## config.mk

```make
export PLATFORM = sky130hd
export DESIGN_NAME = stim_loader_flat
export DESIGN_NICKNAME = d
export VERILOG_FILES = /design/src/common/stim_pkg.sv /design/src/common/stim_mem_if.sv /design/src/hw/stim_loader.sv /design/src/flat_wrapper.sv
export VERILOG_INCLUDE_DIRS = /design/src /design/src/common
export SDC_FILE = /design/constraint.sdc
export NUM_CORES = 1
export LEC_CHECK = 0
export ABC_AREA = 0
export BUFFER_PORTS_ARGS = -buffer_cell sky130_fd_sc_hd__buf_4
export CORE_MARGIN = 4
export CORE_UTILIZATION = 23
export DETAILED_ROUTE_END_ITERATION = 12
export PLACE_DENSITY = 0.76
export SLEW_MARGIN = 20
export SYNTH_ARGS = -nofsm -noshare
export SYNTH_HDL_FRONTEND = slang
export SYNTH_SLANG_ARGS = --single-unit
```

## constraint.sdc

```tcl
create_clock -name dut_clk -period 1.13 [get_ports dut_clk]
set_input_delay 0.339 -clock dut_clk [delete_from_list [all_inputs] [get_ports dut_clk]]
set_output_delay 0.339 -clock dut_clk [all_outputs]
set_load 0.1 [all_outputs]
```

## src/common/stim_defines.svh

```systemverilog
/* widths, depth and credit count shared by the stimulus player.
   include wherever a record field, address or credit limit is sized */

`ifndef STIM_DEFINES_SVH
`define STIM_DEFINES_SVH

// ############################
// record layout
// ############################

`define STIM_UW 32 // payload bits sent to the dut
`define STIM_CW 8  // ctrl bits, bit 0 valid, rest idle count

// ############################
// memory
// ############################

`define STIM_DEPTH 256 // records held on chip
`define STIM_AW 8      // log2 of depth

// ############################
// flow control
// ############################

`define STIM_CREDITS 4 // credits at reset, also the ceiling

`endif

```

## src/common/stim_pkg.sv

```systemverilog
/* record, state and opcode types for the stimulus player.
   modules import what they use inside their bodies */

`include "stim_defines.svh"

package stim_pkg;

   // one table entry as stored in memory
   // payload sits above ctrl, same packing as the host word
   typedef struct packed
   {
      logic [`STIM_UW-1:0] payload; // goes out on stim_packet
      logic [`STIM_CW-1:0] ctrl;    // [0] valid, [cw-1:1] delay
   } stim_rec_t;

   // player read fsm
   typedef enum logic [2:0]
   {
      ST_IDLE,  // waiting for go
      ST_FETCH, // read request out
      ST_WAIT,  // read data due next cycle
      ST_SEND,  // holding record until a credit shows up
      ST_PAUSE, // idle cycles from the delay field
      ST_DONE   // end marker seen
   } player_state_t;

   // memory request opcode
   typedef enum logic
   {
      OP_READ  = 1'b0,
      OP_WRITE = 1'b1
   } mem_op_t;

endpackage

```

## src/common/stim_mem_if.sv

```systemverilog
/* request/response link between one memory peer and the arbiter.
   one instance per peer; peers use requester, the arbiter uses arbiter */

`include "stim_defines.svh"

interface stim_mem_if;
   import stim_pkg::*;

   logic                req;    // held until gnt
   logic                gnt;    // comb from req
   mem_op_t             op;     // read or write
   logic [`STIM_AW-1:0] addr;   // record index
   stim_rec_t           wdata;  // write payload
   stim_rec_t           rdata;  // valid with rvalid
   logic                rvalid; // one cycle after a read grant

   modport requester
   (
      output req, op, addr, wdata,
      input  gnt, rdata, rvalid
   );

   modport arbiter
   (
      input  req, op, addr, wdata,
      output gnt, rdata, rvalid
   );

endinterface

```

## src/hw/stim_loader.sv

```systemverilog
/* writes host records to consecutive addresses while load is high.
   load_ready is the arbiter grant; dropping load restarts at address 0 */

`include "stim_defines.svh"

module stim_loader
(
   input  logic                 dut_clk,
   input  logic                 nreset,
   input  logic                 load,        // host owns the table
   input  logic                 load_valid,  // record offered
   input  stim_pkg::stim_rec_t  load_record,
   output logic                 load_ready,  // record taken this cycle
   stim_mem_if.requester        mem
);
   import stim_pkg::*;

   localparam logic [`STIM_AW-1:0] last_addr = `STIM_AW'(`STIM_DEPTH - 1);

   logic [`STIM_AW-1:0] wr_addr; // next slot
   logic                wr_full; // last slot written

   // ############################
   // request
   // ############################

   // req and payload follow the host, host holds them until ready
   assign mem.req   = load && load_valid;
   assign mem.op    = OP_WRITE;
   assign mem.addr  = wr_addr;
   assign mem.wdata = load_record;

   assign load_ready = mem.gnt;

   // read side unused by the loader

   // ############################
   // address counter
   // ############################

   always_ff @(posedge dut_clk or negedge nreset)
   begin
      if (!nreset)
      begin
         wr_addr <= '0;
         wr_full <= 1'b0;
      end
      else if (!load)
      begin
         wr_addr <= '0; // next load starts over
         wr_full <= 1'b0;
      end
      else if (mem.gnt)
      begin
         wr_addr <= wr_addr + 1'b1;
         if (wr_addr == last_addr)
         begin
            wr_full <= 1'b1;
         end
      end
   end

   // host must not push past the last slot
   a_no_wrap : assert property (@(posedge dut_clk) disable iff (!nreset)
      mem.req |-> !wr_full);

endmodule

```

## src/flat_wrapper.sv

```systemverilog
// flat-port wrapper written by rule: the top's interface ports become plain ports
module stim_loader_flat import stim_pkg::*;
  (dut_clk, nreset, load, load_valid, load_record, load_ready, mem_req, mem_op, mem_addr, mem_wdata, mem_gnt, mem_rdata, mem_rvalid);
  stim_mem_if mem_i ();
  input  logic dut_clk;
  input  logic nreset;
  input  logic load;
  input  logic load_valid;
  input  stim_pkg::stim_rec_t load_record;
  output logic load_ready;
  output wire logic [$bits(mem_i.req)-1:0] mem_req;
  output wire logic [$bits(mem_i.op)-1:0] mem_op;
  output wire logic [$bits(mem_i.addr)-1:0] mem_addr;
  output wire logic [$bits(mem_i.wdata)-1:0] mem_wdata;
  input wire logic [$bits(mem_i.gnt)-1:0] mem_gnt;
  input wire logic [$bits(mem_i.rdata)-1:0] mem_rdata;
  input wire logic [$bits(mem_i.rvalid)-1:0] mem_rvalid;
  assign mem_req = mem_i.req;
  assign mem_op = mem_i.op;
  assign mem_addr = mem_i.addr;
  assign mem_wdata = mem_i.wdata;
  assign mem_i.gnt = mem_gnt;
  assign mem_i.rdata = mem_rdata;
  assign mem_i.rvalid = mem_rvalid;
  stim_loader u_core (.dut_clk(dut_clk), .nreset(nreset), .load(load), .load_valid(load_valid), .load_record(load_record), .load_ready(load_ready), .mem(mem_i));
endmodule
```

==> impl_results.md, run 1 <==
* Status: complete, but fails checks
* Failing checks: setup timing
* Slew Limit Fails at 0
* Detailed Route WL at 1.43 mm
* RSZ-0062 raised after global routing: yes
* Core area at 3030 µm²
* Crit-path leading delay family: flip-flops
* Post-Place Setup Slack at -0.209 ns
* #FFs+latches synth at 8
* Final nets at roughly 160
* DP HPWL at around 990 µm
* HP Class: in -> reg
* Final Total Pwr at approximately 0.75 mW
* DR WL/cell at 13.0 µm
* Setup TNS at -1.55 ns
* Crit path arrival time at just under 1 ns
* Top Metal Used: met4
* Met3 routed WL at ~240 µm
* Vias per cell at about 4.0
* Worst Clk Skew at between 0.0009 and 0.001 ns
* Sequential fraction of the synthesis area at 27.7%
* Port bufs at 14
* Fmax at between 0.7 and 0.8 GHz
* Layout fillers at about 310
* # DRC at 0
* Antenna Cells at 0
* Crit path max fanout at 6
* Setup violators final at 11
* Avg Cell Area, Syn at 8.71 µm²
* Max VDD drop at 0.348 mV
* Chip height at 64.1 µm
* Cell count after synthesis at 83
* GRT Overall Usage at 7.05%
* I/O Pins at 137
* Wire length on met2 at approximately 620 µm
* Synth warn at 0
* Placer Congestion at 0.650
* Gr ovfl total at 0
* CTS Buf Count at 3
* Critical Path RT at between 0.7 and 0.8 ns
* P&R area growth vs syn at 18.2%
* Post-synthesis net count at 170
* MaxCap Viol Count at 0
* Reg clk slew, reported paths at about 0.05 ns
* Critical Path, Cell by Cell: buf_12
* Period minus WS final at 1.31 ns
* Flip-flop count of the largest register after layout at 8
* Layout cells sized above 1 at between 60% and 70%
* Later-pin clock latency in the skew report at 0.25 ns
* TritonCTS clock tree: done
* Synthesized cell area at between 700 and 800 µm²
* Via count at about 440
* Routed Antenna Nets at 0
* Rows at 20
* Metal-1 WL at roughly 530 µm
* Hold violation total from the final report at 0
* Leak at approximately 0.33 nW
* Worst path max stage delay at roughly 0.53 ns
* Sequential Area at about 230 µm²
* Max clock buf depth at 2
* Commonest non-fill, non-tap cell in the layout: buf_4
* CP Capture Type: output port
* Largest net degree at the start of global routing at 9
* H-tree depth at 1
* Die area at between 4000 and 5000 µm²
* Critical path buffer and inverter count at 1
* Crit share post-route at 116%
* Starting Density at 23.9%
* Critical Path Source Type: register
* Netlist cell types at 21
* Die Span X at approximately 64 µm
* CTS root buffer: clkbuf_4
* Footprint of the multi-input gates at between 200 and 300 µm²
* Vias in the first global route at 467
* First-pass GRT wire length at approximately 2.3 mm
* Initial antenna violation count at 0
* Setup Crit Path Kind: reg -> out
* Slowest-stage cell, CP: dfrtp_4
* Power per Cell Area at 875 nW/µm²
* Sink Count at 8
* Drt first pass iters at 2
* Final WS setup at -0.176 ns
* Commonest cells after routing, fill and taps aside: buf_4, buf_12, dfrtp_4
* Iter 0 DRT Violations at 1
-- path summary, 6_finish.rpt --
kind                                      endpoint               start  slack [ns]  depth (start not counted)
worst max-delay path                   mem_addr[3]  u_core.mem.addr[3]       -0.18                          1
min in group asynchronous       u_core.mem.addr[1]              nreset        0.45                          2
worst max register to register  u_core.mem.addr[5]  u_core.mem.addr[5]       -0.14                          2
worst min-delay path            u_core.mem.addr[0]             mem_gnt        0.38                          3
max in group asynchronous       u_core.mem.addr[5]              nreset        0.54                          2
worst min register to register  u_core.mem.addr[7]  u_core.mem.addr[7]        0.59                          2
-- worst register-to-register path, cell delays in order (launching register included) --
cell	delay, ns
dfrtp_4	0.51
or4_4	0.54
a21oi_2	0.14
-- synthesized netlist by cell type --
library cell,count,area share (%)
conb_1,1,0.52
ha_1,1,1.7
and2_1,1,0.87
buf_4,43,45
or3_1,1,0.87
nand2_1,2,1.0
xnor2_1,1,1.2
dfrtp_1,8,28
nand3_1,2,1.4
inv_1,1,0.52
nor2b_2,1,1.2
o31ai_1,2,2.1
a21oi_1,4,2.8
xor2_1,2,2.4
or4_1,2,2.1
nor2_1,4,2.1
o21ai_0,2,1.4
or3_2,1,1.0
nand4_1,2,1.7
mux2i_1,1,1.4
nand3_2,1,1.4
-- cells by family (layout without fill, tap and decap cells) --
family	count (synthesis)	in the layout	share of synthesized area, %
adder cells (fa/ha/maj)	1	1	1.73
AO/OA/AOI/OAI	8	8	6.23
flip-flops	8	8	27.7
buffers and inverters	44	27	45.2
other	1	1	0.519
XOR/XNOR	3	3	3.63
multiplexers	1	1	1.38
AND/OR/NAND/NOR	17	17	13.7
-- what timing repair did --
action / CTS / global route
endpoints found under the setup margin: 13 / 13
gates resized for setup: 30 / 6
pin swaps: 0 / 3
setup buffers: 0 / 2
hold endpoints to repair: 8 / 0
hold buffers: 1 / 0
-- through the flow --
step,instance area [µm²],utilization (%),hold WS [ns],std cells
after floorplan,778,-,0.0434,83
after detailed placement,668,22.1,0.167,105
after global placement,668,22.1,0.162,105
final,855,28.2,0.376,110
after CTS,818,27.0,0.367,108
after global routing,855,28.2,0.379,110
-- power breakdown --
| part | total, mW | switching [mW] | internal [mW] |
|---|---|---|---|
| clock network | 0.221 | 0.0991 | 0.122 |
| logic | 0.208 | 0.135 | 0.0724 |
| registers | 0.319 | 0.0199 | 0.299 |
-- layout make-up --
cell class                 count  area share, %
timing repair buffer          23           33.7
clock buffer                   3           2.64
tap                           44           6.44
multi-input combinational     31           30.2
sequential                     8           26.6
inverter                       1          0.439
-- metal layers --
| layer | up-vias | GRT usage (%) |
|---|---|---|
| li1 | 194 | - |
| met1 | 205 | 7.38 |
| met2 | 32 | 9.42 |
| met3 | 4 | 6.50 |
| met4 | 0 | 3.50 |
| met5 | - | 0 |
(Power assumes the default switching activity.)
==> run 2: changes to the inputs <==
Settings changed: BUFFER_PORTS_ARGS -buffer_cell sky130_fd_sc_hd__buf_4 to unset, CORE_AREA set to 4 4 51 53, CORE_MARGIN 4 to unset, CORE_UTILIZATION 23 to unset, DIE_AREA set to 0 0 55 57, DONT_BUFFER_PORTS set to 1, PLACE_DENSITY 0.76 to unset.
Clock period 1.13 ns to 1.4 ns, I/O delays scaled along.
==> impl_results.md, run 2 (synthesis gave the netlist of run 1 again) <==
* Crit path capture: mem_addr[3]
* Setup violators final at 0
* Sequential power share at 44.9%
* I/O Pins at 137
* Crit path arrival time at 0.96 ns
* Worst path max stage delay at roughly 0.52 ns
* # DRC at 0
* Setup TNS at 0 ns
* Detailed Route WL at approximately 1.3 mm
* Critical Path Stages at 1
* Commonest cells after routing, fill and taps aside: dfrtp_4, buf_6, nor2_1, a21oi_1, clkbuf_4
* Rows at 17
* Hold violation total from the final report at 0
* Sink Count at 8
* Flip-flop count of the largest register after layout at 8
* Period minus WS final at 1.38 ns
* Reg2Reg Setup Slack at between 0.1 and 0.15 ns
* Vias in the first global route at 427
* Int Pwr at ~0.37 mW
* Routed Antenna Nets at 0
* Logic gate share of total power at between 20% and 30%
* Later-pin clock latency in the skew report at around 0.26 ns
* Critical Path, Cell by Cell: buf_8
* Power per Cell Area at about 920 nW/µm²
* Reg clk slew, reported paths at about 0.060 ns
* Vias per cell at 4.73
* First-pass GRT wire length at slightly below 2 mm
* HP Class: in -> reg
* Switching portion of total power at about a third
* RSZ-0062 raised after global routing: no
* Max clock buf depth at 2
* Fmax at 0.724 GHz
* Crit path max fanout at 7
* Final nets at approximately 140
* Commonest non-fill, non-tap cell in the layout: dfrtp_4
* Reg2reg path depth at 4
* Max VDD drop at between 0.2 and 0.3 mV
* Switching power total at ~0.18 mW
* Core area at 2150 µm²
* GRT Overall Usage at under 10%
* Port bufs at 0
* Core Util, Final at between 20% and 30%
* Crit-path leading delay family: flip-flops
* Iter 0 DRT Violations at 17
* TritonCTS clock tree: done
* Critical path buffer and inverter count at 1
* Worst Clk Skew at 0.0127 ns
* Chip height at 57 µm
* Layout cells sized above 1 at 47.2%
* DP HPWL at slightly below 1 mm
* CP Capture Type: output port
* DR WL/cell at ~16 µm
* P&R area growth vs syn at -16.6%
* Slew Limit Fails at 0
* MaxCap Viol Count at 0
* H-tree depth at 1
* Setup Crit Path Kind: reg -> out
* Placer Congestion at approximately 0.7
* Postcts setup bufs at 0
* Final Total Pwr at 0.553 mW
* Leak at between 0.2 and 0.25 nW
* Starting Density at approximately 34%
* Critical Path RT at 0.98 ns
* Status: finished clean
* Via count at roughly 380
* Critical Path Source Type: register
* Largest net degree at the start of global routing at 9
* Die Span X at about 55 µm
* CP startpoint: u_core.mem.addr[3]
* Gr ovfl total at 0
* Die area at between 3000 and 4000 µm²
* Initial antenna violation count at 0
* Drt first pass iters at 4
* CTS Buf Count at 3
* Slowest-stage cell, CP: dfrtp_4
* RR Endpoint: u_core.mem.addr[6]
* Antenna Cells at 0
* Clock power frac at 33.2%
* Worst flop-to-flop path startpoint: u_core.mem.addr[0]
* CTS root buffer: clkbuf_4
* Crit share post-route at 98.6%
-- run 2: layer usage --
| metal | up-vias | GRT usage [%] | wire, µm |
|---|---|---|---|
| met5 | - | 0 | 0 |
| met2 | 31 | 12.2 | 565 |
| met4 | 0 | 5.90 | 35 |
| li1 | 170 | - | - |
| met1 | 172 | 8.23 | 415 |
| met3 | 10 | 6.01 | 254 |
-- run 2: through the flow --
step	std cells	hold slack (ns)	cell area, µm²	setup WS [ns]
floorplan	83	0.124	752	-0.0771
global placement	77	0.125	544	0.0967
detailed placement	77	0.125	544	0.0745
CTS	81	0.321	599	0.0124
global route	81	0.341	603	0.00569
finish	81	0.321	603	0.0194
-- run 2: layout make-up --
class                   instances  area [µm²]
clock buffers                   3        22.5
fillers                       232        1550
inverters                       1        3.75
multi-input cells              31         200
flip-flops and latches          8         225
well taps                      28        35.0
repair buffers                 10         116
-- run 2: power groups by stage --
stage,Clock (mW),Combinational (mW),Sequential (mW)
after floorplan,0,0.601,0.298
after global placement,0,0.110,0.252
after detailed placement,0,0.111,0.252
after CTS,0.185,0.122,0.248
after global routing,0.190,0.128,0.249
final,0.183,0.121,0.248
-- run 2: worst min path at each step --
| stage | cells after the start | to | start |
|---|---|---|---|
| after floorplan | 0 | u_core.mem.addr[6] | nreset |
| after CTS | 2 | u_core.mem.addr[0] | mem_gnt |
| after global routing | 2 | u_core.mem.addr[0] | mem_gnt |
| after detailed placement | 0 | u_core.mem.addr[7] | nreset |
| after global placement | 0 | u_core.mem.addr[7] | nreset |
| final | 2 | u_core.mem.addr[0] | mem_gnt |
-- run 2: timing repair --
action,in CTS,in global routing
hold buffers,1,0
gates cloned,0,0
resized for setup,6,1
hold endpoints to repair,8,0
setup endpoints to repair,6,1
==> run 3: changes to the inputs <==
--- a/config.mk
+++ b/config.mk
@@ -13,2 +13,3 @@
 export DONT_BUFFER_PORTS = 1
+export PLACE_DENSITY = 0.52
 export SLEW_MARGIN = 20
==> constraint.sdc (replaced) <==
create_clock -name dut_clk -period 1.4 [get_ports dut_clk]
set_input_delay 0.21 -clock dut_clk [delete_from_list [all_inputs] [get_ports dut_clk]]
set_output_delay 0.21 -clock dut_clk [all_outputs]
set_load 0.1 [all_outputs]
==> impl_results.md, run 3 (synthesis gave the netlist of run 1 again) <==
* CTS root buffer: clkbuf_4
* Detailed Route WL at roughly 1.2 mm
* Post-Place Cell Area at 553 µm²
* Period minus WS final at 1.24 ns
* Footprint of the multi-input gates at 219 µm²
* Post-route cell area at between 500 and 600 µm²
* Iter 0 DRT Violations at 8
* Largest net degree at the start of global routing at 9
* Worst path max stage delay at 0.48 ns
* Switching portion of total power at between 30% and 40%
* Reg2Reg Setup Slack at about 0.16 ns
* I/O Pins at approximately 140
* CTS Buf Count at 3
* Slowest-stage cell, CP: or4_1
* Slew Limit Fails at 0
* HP Class: in -> reg
* Top Metal Used: met4
* Met3 routed WL at approximately 220 µm
* Logic gate share of total power at between 20% and 30%
* Die area at roughly 3100 µm²
* Vias per cell at between 5 and 6
* Initial antenna violation count at 0
* Commonest non-fill, non-tap cell in the layout: buf_4
* GRT Overall Usage at under 10%
* Postcts setup bufs at 0
* Wire length on met2 at between 400 and 500 µm
* Max VDD drop at 0.429 mV
* MaxCap Viol Count at 0
* Die Span X at about 55 µm
* Critical Path RT at about 1.6 ns
* # DRC at 0
* Commonest cells after routing, fill and taps aside: buf_4, dfrtp_4, nor2_1, a21oi_1, clkbuf_4
* Leak at about 0.22 nW
* Reg clk slew, reported paths at around 0.050 ns
* CP Capture Type: register
* Fmax at 0.809 GHz
* Vias in the first global route at 362
* Flip-flop count of the largest register after layout at 8
* Critical path buffer and inverter count at 0
* Routed Antenna Nets at 0
* Power per Cell Area at roughly 920 nW/µm²
* Critical Path, Cell by Cell: nand3_4 -> or4_1 -> a21oi_1
* Chip height at around 57 µm
* Sequential Area at 228 µm²
* Rows at 17
* Sink Count at 8
* Crit path max fanout at 6
* Hold violation total from the final report at 0
* Crit path arrival time at about 1.4 ns
* Sequential power share at between 40% and 50%
* Final nets at between 100 and 150
* Critical Path Source Type: register
* Switching power total at roughly 0.18 mW
* First-pass GRT wire length at 1.71 mm
* Layout fillers at 230
* Starting Density at between 30% and 40%
* DR WL/cell at ~15 µm
* RSZ-0062 raised after global routing: no
* DP HPWL at 850 µm
* Via count at ~410
* Metal-1 WL at roughly 420 µm
* Placer Congestion at around 0.66
* Gr ovfl total at 0
* Layout cells sized above 1 at 47.2%
* Later-pin clock latency in the skew report at about 0.25 ns
* Crit-path leading delay family: simple AND/OR/NAND/NOR gates
* Status: finished clean
* P&R area growth vs syn at -19.0%
* Port bufs at 0
* Core area at 2150 µm²
* Antenna Cells at 0
* Clock power frac at ~32%
* Setup Crit Path Kind: reg -> reg
* TritonCTS clock tree: done
* H-tree depth at 1
* Crit share post-route at approximately 90%
* Int Pwr at between 0.3 and 0.4 mW
* Drt first pass iters at 5
* Setup violators final at 0
* Worst Clk Skew at 0.00182 ns
* Max clock buf depth at 2
* Setup TNS at 0 ns
run 3: layout make-up:
type / instances / area share (%)
multi-input cells: 31 / 37.4
clock buffers: 3 / 3.85
repair buffers: 10 / 13.2
well taps: 28 / 5.98
inverters: 1 / 0.641
flip-flops and latches: 8 / 38.9
run 3: worst paths after layout:
path | from | end | cells after the start
max | u_core.mem.addr[1] | u_core.mem.addr[7] | 3
min | mem_gnt | u_core.mem.addr[0] | 2
max reg2reg | u_core.mem.addr[1] | u_core.mem.addr[7] | 3
min reg2reg | u_core.mem.addr[7] | u_core.mem.addr[7] | 2
max in group asynchronous | nreset | u_core.mem.addr[6] | 1
min in group asynchronous | nreset | u_core.mem.addr[2] | 1
run 3: worst reg2reg max path: stages, from the launching register on:
cell	delay, ns
dfrtp_4	0.45
nand3_4	0.10
or4_1	0.48
a21oi_1	0.13
run 3: metal layers:
metal / vias up / GRT usage [%]
met1: 183 / 7.73
met4: 0 / 6.94
met2: 35 / 9.46
met5: - / 0
li1: 170 / -
met3: 20 / 6.01
run 3: through the flow:
step	hold WS, ns	std cells	total power [mW]	setup slack, ns	util [%]
floorplan	-0.0856	83	0.905	-0.0158	-
global placement	-0.0853	77	0.363	0.200	25.7
detailed placement	-0.0853	77	0.366	0.170	25.7
CTS	0.107	81	0.551	0.155	27.3
global route	0.112	81	0.568	0.107	27.3
finish	0.112	81	0.540	0.164	27.3
run 3: power groups by stage:
stage	sequential (mW)	combinational, mW	clock (mW)
finish	0.253	0.115	0.173
global route	0.253	0.121	0.194
CTS	0.253	0.115	0.183
detailed placement	0.257	0.108	0
global placement	0.257	0.106	0
floorplan	0.302	0.603	0
run 3: timing repair:
action | 4_1_cts | 5_1_grt
resized for setup | 0 | 0
hold endpoints to repair | 8 | 0
endpoints found under the setup margin | 0 | 0
hold buffers | 1 | 0
