### config.mk
export PLATFORM = sky130hd
export DESIGN_NAME = stim_player_flat
export DESIGN_NICKNAME = d
export VERILOG_FILES = /design/src/common/stim_pkg.sv /design/src/common/stim_mem_if.sv /design/src/stim_player/stim_player.sv /design/src/flat_wrapper.sv
export VERILOG_INCLUDE_DIRS = /design/src /design/src/common
export SDC_FILE = /design/constraint.sdc
export NUM_CORES = 1
export LEC_CHECK = 0
export BUFFER_PORTS_ARGS = -buffer_cell sky130_fd_sc_hd__buf_4
export CORE_MARGIN = 3
export CORE_UTILIZATION = 48
export DETAILED_ROUTE_END_ITERATION = 10
export GPL_ROUTABILITY_DRIVEN = 0
export PLACE_DENSITY = 0.8
export SYNTH_ARGS = -nofsm -noshare
export SYNTH_HDL_FRONTEND = slang
export SYNTH_SLANG_ARGS = --single-unit
### constraint.sdc
create_clock -name dut_clk -period 5.3 [get_ports dut_clk]
set_clock_uncertainty 0.1 [all_clocks]
set_input_delay 0.795 -clock dut_clk [delete_from_list [all_inputs] [get_ports dut_clk]]
set_output_delay 0.795 -clock dut_clk [all_outputs]
set_load 0.05 [all_outputs]
### src/common/stim_defines.svh
/* widths, depth and credit count shared by the stimulus player.
   include wherever a record field, address or credit limit is sized */

`ifndef STIM_DEFINES_SVH
`define STIM_DEFINES_SVH

// ############################
// record layout
// ############################

`define STIM_UW 32 // payload bits sent to the dut
`define STIM_CW 8  // ctrl bits, bit 0 valid, rest idle count

// ############################
// memory
// ############################

`define STIM_DEPTH 256 // records held on chip
`define STIM_AW 8      // log2 of depth

// ############################
// flow control
// ############################

`define STIM_CREDITS 4 // credits at reset, also the ceiling

`endif

### src/common/stim_pkg.sv
/* record, state and opcode types for the stimulus player.
   modules import what they use inside their bodies */

`include "stim_defines.svh"

package stim_pkg;

   // one table entry as stored in memory
   // payload sits above ctrl, same packing as the host word
   typedef struct packed
   {
      logic [`STIM_UW-1:0] payload; // goes out on stim_packet
      logic [`STIM_CW-1:0] ctrl;    // [0] valid, [cw-1:1] delay
   } stim_rec_t;

   // player read fsm
   typedef enum logic [2:0]
   {
      ST_IDLE,  // waiting for go
      ST_FETCH, // read request out
      ST_WAIT,  // read data due next cycle
      ST_SEND,  // holding record until a credit shows up
      ST_PAUSE, // idle cycles from the delay field
      ST_DONE   // end marker seen
   } player_state_t;

   // memory request opcode
   typedef enum logic
   {
      OP_READ  = 1'b0,
      OP_WRITE = 1'b1
   } mem_op_t;

endpackage

### src/common/stim_mem_if.sv
/* request/response link between one memory peer and the arbiter.
   one instance per peer; peers use requester, the arbiter uses arbiter */

`include "stim_defines.svh"

interface stim_mem_if;
   import stim_pkg::*;

   logic                req;    // held until gnt
   logic                gnt;    // comb from req
   mem_op_t             op;     // read or write
   logic [`STIM_AW-1:0] addr;   // record index
   stim_rec_t           wdata;  // write payload
   stim_rec_t           rdata;  // valid with rvalid
   logic                rvalid; // one cycle after a read grant

   modport requester
   (
      output req, op, addr, wdata,
      input  gnt, rdata, rvalid
   );

   modport arbiter
   (
      input  req, op, addr, wdata,
      output gnt, rdata, rvalid
   );

endinterface

### src/stim_player/stim_player.sv
/* reads records back in order and sends payloads to the dut under credit control.
   go starts play from address 0; stim_done holds until go drops */

`include "stim_defines.svh"

module stim_player
(
   input  logic                dut_clk,
   input  logic                nreset,
   input  logic                go,            // start, hold high for play
   input  logic                credit_return, // one credit back per pulse
   output logic                stim_valid,    // packet strobe
   output logic [`STIM_UW-1:0] stim_packet,
   output logic                stim_done,     // end marker reached
   stim_mem_if.requester       mem
);
   import stim_pkg::*;

   localparam int credit_w = $clog2(`STIM_CREDITS + 1);
   localparam logic [credit_w-1:0] credit_max = credit_w'(`STIM_CREDITS);

   player_state_t       state;
   logic [`STIM_AW-1:0] rd_addr;   // record being played
   stim_rec_t           rec;       // held until sent
   logic [`STIM_CW-2:0] pause_cnt; // idle cycles left
   logic [credit_w-1:0] credits;
   logic [`STIM_CW-2:0] delay;     // from the held record

   assign delay = rec.ctrl[`STIM_CW-1:1];

   // ############################
   // memory side
   // ############################

   assign mem.req   = (state == ST_FETCH);
   assign mem.op    = OP_READ;
   assign mem.addr  = rd_addr;
   assign mem.wdata = '0; // reads only

   // ############################
   // outputs
   // ############################

   assign stim_valid  = (state == ST_SEND) && (credits != '0);
   assign stim_packet = rec.payload;
   assign stim_done   = (state == ST_DONE);

   // ############################
   // read fsm
   // ############################

   always_ff @(posedge dut_clk or negedge nreset)
   begin
      if (!nreset)
      begin
         state     <= ST_IDLE;
         rd_addr   <= '0;
         pause_cnt <= '0;
      end
      else
      begin
         case (state)
            ST_IDLE:
               if (go) state <= ST_FETCH;
            ST_FETCH:
               if (mem.gnt) state <= ST_WAIT; // data back next cycle
            ST_WAIT:
               if (mem.rvalid)
               begin
                  state <= mem.rdata.ctrl[0] ? ST_SEND : ST_DONE; // flag 0 = end
               end
            ST_SEND:
               if (stim_valid)
               begin
                  rd_addr <= rd_addr + 1'b1;
                  if (delay == '0)
                  begin
                     state <= ST_FETCH; // no idle requested
                  end
                  else
                  begin
                     state     <= ST_PAUSE;
                     pause_cnt <= delay - 1'b1; // exactly delay idle cycles
                  end
               end
            ST_PAUSE:
               if (pause_cnt == '0) state <= ST_FETCH;
               else pause_cnt <= pause_cnt - 1'b1;
            ST_DONE:
               if (!go)
               begin
                  state   <= ST_IDLE;
                  rd_addr <= '0; // ready to replay
               end
            default:
               state <= ST_IDLE;
         endcase
      end
   end

   // record capture on read return
   always_ff @(posedge dut_clk)
   begin
      if (state == ST_WAIT && mem.rvalid)
      begin
         rec <= mem.rdata;
      end
   end

   // ############################
   // credits
   // ############################

   always_ff @(posedge dut_clk or negedge nreset)
   begin
      if (!nreset)
      begin
         credits <= credit_max;
      end
      else if (credit_return && !stim_valid && credits != credit_max)
      begin
         credits <= credits + 1'b1;
      end
      else if (stim_valid && !credit_return)
      begin
         credits <= credits - 1'b1; // return + send together leaves it
      end
   end

   a_credit_max : assert property (@(posedge dut_clk) disable iff (!nreset)
      credits <= credit_max);

   // out of credits the record waits in send
   a_stall_hold : assert property (@(posedge dut_clk) disable iff (!nreset)
      (state == ST_SEND) && (credits == '0) |=> (state == ST_SEND) && $stable(rec));

endmodule
### src/flat_wrapper.sv
// flat-port wrapper written by rule: the top's interface ports become plain ports
module stim_player_flat import stim_pkg::*;
  (dut_clk, nreset, go, credit_return, stim_valid, stim_packet, stim_done, mem_req, mem_op, mem_addr, mem_wdata, mem_gnt, mem_rdata, mem_rvalid);
  stim_mem_if mem_i ();
  input  logic dut_clk;
  input  logic nreset;
  input  logic go;
  input  logic credit_return;
  output logic stim_valid;
  output logic [`STIM_UW-1:0] stim_packet;
  output logic stim_done;
  output wire logic [$bits(mem_i.req)-1:0] mem_req;
  output wire logic [$bits(mem_i.op)-1:0] mem_op;
  output wire logic [$bits(mem_i.addr)-1:0] mem_addr;
  output wire logic [$bits(mem_i.wdata)-1:0] mem_wdata;
  input wire logic [$bits(mem_i.gnt)-1:0] mem_gnt;
  input wire logic [$bits(mem_i.rdata)-1:0] mem_rdata;
  input wire logic [$bits(mem_i.rvalid)-1:0] mem_rvalid;
  assign mem_req = mem_i.req;
  assign mem_op = mem_i.op;
  assign mem_addr = mem_i.addr;
  assign mem_wdata = mem_i.wdata;
  assign mem_i.gnt = mem_gnt;
  assign mem_i.rdata = mem_rdata;
  assign mem_i.rvalid = mem_rvalid;
  stim_player u_core (.dut_clk(dut_clk), .nreset(nreset), .go(go), .credit_return(credit_return), .stim_valid(stim_valid), .stim_packet(stim_packet), .stim_done(stim_done), .mem(mem_i));
endmodule
==> impl_metrics.toml, run 1 <==
[timing]
finalCriticalPeriod_ns = 2.762
tightest_slew_ns = 0.6447
setup-tns-final_ns = 0
finalCritPeriodShare = 0.5211
finalHoldViolations = 0
finalSetupViolCount = 0
timing.fmax_ghz = 0.3621
drv_slew = 0
hold_slack_ns = 0.2319
slew_headroom = 0.5669
rsz0062_at_grt = "no"

[floorplan]
dieArea_mm2 = 0.007337
rows = 28
io_pins = 130
core_mm2 = 0.006026
die_h_um = 85.66
die_x_um = 85.66
initial_core_util = 0.5054

[clock_tree]
postCtsHoldBufs = 0
post_cts_resized = 0
cts_tree = "yes"
clk_latency_ns = 0.34
clock_path_buffers = 2
cts_buffers = 9
cts.sinks = 60
postCtsSetupRepairBufs = 0
clk_pin_slew_ns = 0.07
htree_levels = 3
clockRootBuffer = "clkbuf_8"

[power]
p_leak_nw = 1.622
intPower_w = 0.001119
p_seq_frac = 0.379
combPwrFrac = 0.411
power.share.clock = 0.210
ir_worst_vdd_uv = 325.5
swShare = 0.4317
power.density_mw_per_mm2 = 515.7
p_sw_w = 0.0008501
power_w = 0.001969

[route]
drt_first_iter_violations = 83
wl_met3_um = 597
wl_per_cell_um = 15.02
drc = 0
ant_nets = 0
top_layer = "met4"
wl_met2_mm = 3.249
drt-vias-per-instance = 5.210
drt_wl_total_mm = 6.367
firstDrtPassIters = 4
wl_met1_mm = 2.445
vias = 2209

[grt]
grt_max_degree = 40
grtUsageTotal = 0.1802
antenna_found_initial = 0
grt_pass1_vias = 2190
grt_pass1_wl_mm = 10.30
grt-ovfl-total = 0

[synthesis]
synth_top_flop_cell = "edfxtp_1"
synthCells = 254
synth_edf_count = 39
synth_cell_types = 58
async_flop_share = 0.3500
synth_area_per_cell_um2 = 11.99
netlist_area_mm2 = 0.003045
ys_ff_latch = 60
ys_seq_area_frac = 0.5575
yosys_warnings = 0

[run]
max_cap_viol_count = 0

[setup_path]
r2r_slack_ns = 2.68
worstSetupPathType = "reg -> out"
cp-start-kind = "flop"
r2r-start = "u_core.state[0]"
required_ns = 4.41
worstPathMaxFanout = 8
crit_path_end_kind = "output port"
reg2reg_to = "u_core.pause_cnt[4]"
crit_arrival_ns = 1.87
rr_worst_depth = 7

[place]
placedCellCount = 408
port_buffers = 88
dpl.hpwl_mm = 4.632

[run_status]
outcome = "finished clean"

[cells_and_area]
nNetsFinal = 393
final_cell_mix = "buf_4 (89), conb_1 (41), edfxtp_1 (39)"
final_cell_count_no_fill = 424
final_common_cell = "buf_4"
drive_gt1_frac = 0.3553
area_growth_syn_to_layout_pct = 25.39
diodes = 0

[worst_hold_path]
hold_class = "in -> async"
==> routing by layer <==
layer / GRT usage / vias up
met2: 0.3121 / 101
met3: 0.07301 / 10
met5: 0 / -
li1: - / 1053
met4: 0.05899 / 0
met1: 0.2020 / 1045
==> critical path, cell delays in order (launching register included) <==
cell and delay (ns):
dfrtp_1 0.47, nor3_1 0.58, nor2_1 0.23, buf_4 0.25
==> metrics by stage <==
stage | area [um2] | setup WS (ns) | utilization
2_1_floorplan | 3196 | 1.178 | -
3_3_place_gp | 3618 | 2.805 | 0.6005
3_5_place_dp | 3618 | 2.702 | 0.6005
4_1_cts | 3819 | 2.546 | 0.6337
5_1_grt | 3819 | 2.350 | 0.6337
6_report | 3819 | 2.538 | 0.6337
==> worst max-delay path by stage <==
| stage | slack (ns) | start | end | depth (start not counted) |
|---|---|---|---|---|
| 6_report | 2.54 | u_core.credits[0] | stim_valid | 3 |
| 3_3_place_gp | 2.81 | u_core.state[0] | u_core.pause_cnt[4] | 7 |
| 3_5_place_dp | 2.70 | u_core.state[0] | u_core.pause_cnt[4] | 7 |
| 2_1_floorplan | 1.18 | mem_rvalid | u_core.delay[0] | 2 |
| 4_1_cts | 2.55 | u_core.credits[0] | stim_valid | 3 |
| 5_1_grt | 2.35 | u_core.state[0] | mem_req | 3 |
==> registers in the layout (all words and copies together) (netlist names) <==
signal and cells:
u_core.mem.addr 8, u_core.pause_cnt 7, u_core.delay 7, u_core.credits 3
u_core.stim_packet 32, u_core.state 3
==> kinds of logic (layout without fill, tap and decap cells) <==
logic type                 after synthesis  after routing  share of synthesized area
AOI/OAI and AO/OA                       51             51                     0.1302
and+or+nand+nor                         72             72                     0.1368
xor gates and xnor gates                 3              3                   0.008629
buffers and inverters                   55            110                     0.1191
adders and majority gates                3              3                    0.01479
muxes                                    9              9                    0.03163
other                                    1             41                   0.001231
DFF                                     60             60                     0.5575
==> final cells by class <==
class	instances	area (um2)
Fill cell	485	2207
Sequential cell	60	1698
Multi-Input combinational cell	179	1140
Timing Repair Buffer	89	668.1
Clock buffer	9	123.9
Tap cell	75	93.84
Clock inverter	7	76.32
Inverter	5	18.77
==> synthesized netlist by cell type (7+ instances only) <==
master	instances	area share
mux2i_1	7	0.023
edfxtp_1	39	0.38
o21ai_0	9	0.015
nor3_1	12	0.020
nor2_1	9	0.011
dfrtp_1	20	0.16
clkbuf_1	7	0.0086
buf_4	41	0.10
nand2_1	11	0.014
==> power groups by stage <==
stage	Sequential, W	Combinational [W]	Clock, W
after global placement	0.000744	0.000790	0
final	0.000746	0.000809	0.000414
after floorplan	0.000865	0.000509	0
after CTS	0.000744	0.000812	0.000423
after detailed placement	0.000751	0.000810	0
after global routing	0.000767	0.000873	0.000442
(Power assumes the default switching activity.)
==> run 2, diff against run 1 <==
- CORE_UTILIZATION: 48 -> 43
- PLACE_DENSITY: 0.8 -> 0.76
- clock period: 5.3 -> 2.5 ns (I/O delays scaled with it)
==> impl_metrics.toml, run 2 (same netlist as run 1, synthesis figures left out) <==
[setup_path]
crit_path_end_kind = "output port"
cp-start-kind = "flop"
worstSetupPathType = "reg -> out"
path_cells = "nor3_1 -> nor2_1 -> buf_4"
crit_arrival_ns = 1.85
critPathSlowestCell = "nor3_1"
worstPathMaxFanout = 8
required_ns = 2.03
slowest_delay_ns = 0.56
cp_num_buf_inv = 1
worst_path_dominant_cell_family = "simple AND/OR/NAND/NOR gates"

[route]
drc = 0
drt-vias-per-instance = 5.004
vias = 2267
drt_first_iter_violations = 104
wl_per_cell_um = 14.57
drt_wl_total_mm = 6.601
ant_nets = 0
firstDrtPassIters = 4

[floorplan]
die_h_um = 90.16
die_x_um = 90.16
initial_core_util = 0.4458
core_mm2 = 0.006832
io_pins = 130
rows = 30
dieArea_mm2 = 0.008128

[grt]
antenna_found_initial = 0
grt_max_degree = 40
grtUsageTotal = 0.1625
grt_pass1_vias = 2298
grt-ovfl-total = 0
grt_pass1_wl_mm = 10.57

[power]
ir_worst_vdd_uv = 710.0
p_seq_frac = 0.341
swShare = 0.4053
power_w = 0.004439
power.share.clock = 0.245
combPwrFrac = 0.414
p_sw_w = 0.001799
intPower_w = 0.002640
power.density_mw_per_mm2 = 1120
p_leak_nw = 1.686

[worst_hold_path]
hold_class = "in -> reg"

[timing]
finalCriticalPeriod_ns = 2.326
tightest_slew_ns = 0.6151
finalHoldViolations = 0
finalCritPeriodShare = 0.9302
slew_headroom = 0.5868
rsz0062_at_grt = "no"
drv_slew = 0
timing.fmax_ghz = 0.4300
finalSetupViolCount = 0
setup-tns-final_ns = 0

[place]
dpl.hpwl_mm = 4.853
port_buffers = 88

[clock_tree]
cts_buffers = 9
clock_path_buffers = 2
clk_latency_ns = 0.33
cts.sinks = 60
clockRootBuffer = "clkbuf_8"
htree_levels = 3
clk_pin_slew_ns = 0.07
cts_tree = "yes"

[cells_and_area]
nNetsFinal = 401
final_common_cell = "buf_4"
final_cell_mix = "buf_4 (96), conb_1 (41), edfxtp_1 (39)"
largest_register_ffs = 32
diodes = 0
drive_gt1_frac = 0.3669
final_util = 0.5800
area_growth_syn_to_layout_pct = 30.12

[run]
max_cap_viol_count = 0

[run_status]
outcome = "finished clean"
[run 2: changes by cell type in the layout (fill, tap and decap cells not counted)]
cell,before,now
buf_4,89,96
bufinv_16,1,3
clkbuf_8,9,10
clkinv_4,2,1
clkinvlp_4,2,1
dlygate4sd3_1,0,1
inv_6,1,0
nor3_2,1,0
nor3_4,0,1
[run 2: power groups by stage]
stage,logic [W],registers [W],clock network (W)
2_1_floorplan,0.00109,0.00183,0
3_3_place_gp,0.00180,0.00152,0
3_5_place_dp,0.00184,0.00153,0
4_1_cts,0.00185,0.00151,0.00110
5_1_grt,0.00198,0.00155,0.00114
6_report,0.00184,0.00151,0.00109
[run 2: final cells by class]
cell class	instances	area, um2
clock buffer	10	137.6
clock inverter	6	111.4
fill	568	2869
inverter	5	18.77
multi-input combinational	179	1146
sequential	60	1698
tap	96	120.1
timing repair buffer	97	730.7
[run 2: path summary, 6_finish.rpt]
check                                    start               endpoint  slack [ns]  cells after the start
max                          u_core.credits[0]             stim_valid        0.17                      3
min                              mem_rdata[12]  u_core.stim_packet[4]        0.12                      1
max reg2reg                  u_core.credits[0]      u_core.credits[2]        0.22                      7
min reg2reg                u_core.pause_cnt[5]    u_core.pause_cnt[5]        0.40                      1
max in group asynchronous               nreset      u_core.credits[2]        1.64                      2
min in group asynchronous               nreset     u_core.mem.addr[5]        0.37                      2
[run 2: stage by stage]
stage	hold WS, ns	setup WS [ns]	instances	instance area [um2]
global placement	0.1848	0.3324	436	3704
CTS	0.09905	0.1472	453	3963
detailed placement	0.1901	0.2648	436	3704
finish	0.1150	0.1744	453	3963
floorplan	-0.02059	0.2079	294	3207
global route	0.09686	0.05018	453	3963
[run 2: routing by layer]
layer	global-route usage	share of wire	wire length, um
met1	0.1762	0.37	2434
met2	0.2508	0.46	3026
met5	0	0	0
met3	0.08954	0.15	971
met4	0.09311	0.026	169
[run 2: repair_timing]
action                                 4_1_cts  5_1_grt
resized for setup                            0        0
endpoints found under the hold margin       20        0
hold buffers                                 1        0
buffers inserted                             0        0
==> run 3, diff against run 2 <==
- CORE_UTILIZATION: 43 -> 50
- GPL_ROUTABILITY_DRIVEN: 0 -> default
- PLACE_DENSITY: 0.76 -> 0.83
- clock period: 2.5 -> 2.75 ns (I/O delays scaled with it)
==> impl_metrics.toml, run 3 (same netlist as run 1, synthesis figures left out) <==
[cells_and_area]
diodes = 0
final_cell_mix = "buf_4 (94), conb_1 (41), edfxtp_1 (39)"
multi_input_area_mm2 = 0.001146
area_growth_syn_to_layout_pct = 27.61
final_common_cell = "buf_4"
ff_latch_area_mm2 = 0.001698
nNetsFinal = 399
largest_register_ffs = 32
n_fill_cell = 422
drive_gt1_frac = 0.3577

[timing]
finalHoldViolations = 0
drv_slew = 0
rsz0062_at_grt = "no"
setup-tns-final_ns = 0
timing.fmax_ghz = 0.4167
finalCriticalPeriod_ns = 2.400
finalSetupViolCount = 0
setup_slack_ns = 0.3503
finalCritPeriodShare = 0.8726
hold_slack_ns = 0.1467

[setup_path]
cp-start-kind = "flop"
slowest_delay_ns = 0.62
cp_num_buf_inv = 0
crit_arrival_ns = 2.56
r2r_slack_ns = 0.35
cp_num_cells = 7
required_ns = 2.91
critPathSlowestCell = "or3b_2"
worst_path_dominant_cell_family = "simple AND/OR/NAND/NOR gates"
path_cells = "or3b_2 -> mux2i_1 -> ha_1 -> nor3b_1 -> xor2_1 -> a21oi_1 -> o2bb2ai_1"
crit_path_end_kind = "flop"
crit_path_start = "u_core.state[0]"
worstSetupPathType = "reg -> reg"
reg2reg_to = "u_core.pause_cnt[4]"
crit_end = "u_core.pause_cnt[4]"
r2r-start = "u_core.state[0]"
worstPathMaxFanout = 12
rr_worst_depth = 7

[clock_tree]
post_cts_resized = 0
clock_path_buffers = 2
clk_pin_slew_ns = 0.07
cts.sinks = 60
htree_levels = 3
cts_tree = "yes"
clk_latency_ns = 0.34
cts_buffers = 9
clockRootBuffer = "clkbuf_8"

[route]
drt_first_iter_violations = 108
vias = 2298
drc = 0
drt_wl_total_mm = 6.687
wl_per_cell_um = 15.66
firstDrtPassIters = 4
drt-vias-per-instance = 5.382
ant_nets = 0

[grt]
antenna_found_initial = 0
grt_pass1_wl_mm = 10.95
grtUsageTotal = 0.1962
grt_max_degree = 40
grt-ovfl-total = 0
grt_pass1_vias = 2261

[place]
place_congestion = 0.8652
dpl.hpwl_mm = 4.808
port_buffers = 88
dpl_worst_slack_ns = 0.3977

[power]
intPower_w = 0.002309
ir_worst_vdd_uv = 548.7
power.density_mw_per_mm2 = 1016
combPwrFrac = 0.427
power.share.clock = 0.221
swShare = 0.4150
p_sw_w = 0.001638
p_leak_nw = 1.662
p_seq_frac = 0.351

[floorplan]
rows = 27
dieArea_mm2 = 0.007064
die_h_um = 84.05
die_x_um = 84.05
io_pins = 130
core_mm2 = 0.005709
initial_core_util = 0.5334

[run_status]
outcome = "finished clean"

[run]
max_cap_viol_count = 0

[worst_hold_path]
hold_class = "in -> reg"
-- run 3: changes by cell type in the layout (fill, tap and decap cells not counted), sizes merged --
cell / before / now
clkbuf: 10 / 12
clkinv: 3 / 2
buf: 96 / 94
bufinv: 3 / 2
-- run 3: cell type report --
cell class	instances	area share
Clock buffer	12	0.03735
Sequential cell	60	0.4369
Timing Repair Buffer	95	0.1842
Tap cell	72	0.02318
Inverter	5	0.004829
Multi-Input combinational cell	179	0.2949
Clock inverter	4	0.01867
-- run 3: routing by layer --
metal	up-vias	global-route usage	part of all wire
met3	10	0.08490	0.13
met5	-	0	0
met2	135	0.3142	0.49
met4	0	0.08772	0.016
met1	1087	0.2270	0.37
li1	1066	-	-
-- run 3: worst min path at each step --
stage / startpoint / to / cells past startpoint
after floorplan: nreset / u_core.credits[0] / 0
after global placement: nreset / u_core.mem.addr[6] / 1
after detailed placement: nreset / u_core.mem.addr[6] / 1
after CTS: mem_rdata[13] / u_core.stim_packet[5] / 1
after global routing: mem_rdata[11] / u_core.stim_packet[3] / 1
final: mem_rdata[13] / u_core.stim_packet[5] / 1
-- run 3: per-stage QoR --
step | cell area, um2 | total power, W | cells | util
floorplan | 3207 | 0.002654 | 294 | -
global placement | 3659 | 0.003012 | 410 | 0.6408
detailed placement | 3659 | 0.003068 | 410 | 0.6408
CTS | 3886 | 0.003947 | 427 | 0.6807
global route | 3886 | 0.004161 | 427 | 0.6807
finish | 3886 | 0.003947 | 427 | 0.6807
-- run 3: timing repair --
item | CTS | global route
hold buffers | 1 | 0
hold endpoints to repair | 20 | 0
setup buffers | 0 | 0
-- run 3: power by group through the flow --
stage                     registers, W  logic, W  clock network [W]
final                          0.00139   0.00169           0.000874
after global routing           0.00142   0.00181           0.000925
after CTS                      0.00138   0.00168           0.000882
after floorplan                0.00166  0.000992                  0
after global placement         0.00138   0.00163                  0
after detailed placement       0.00139   0.00167                  0
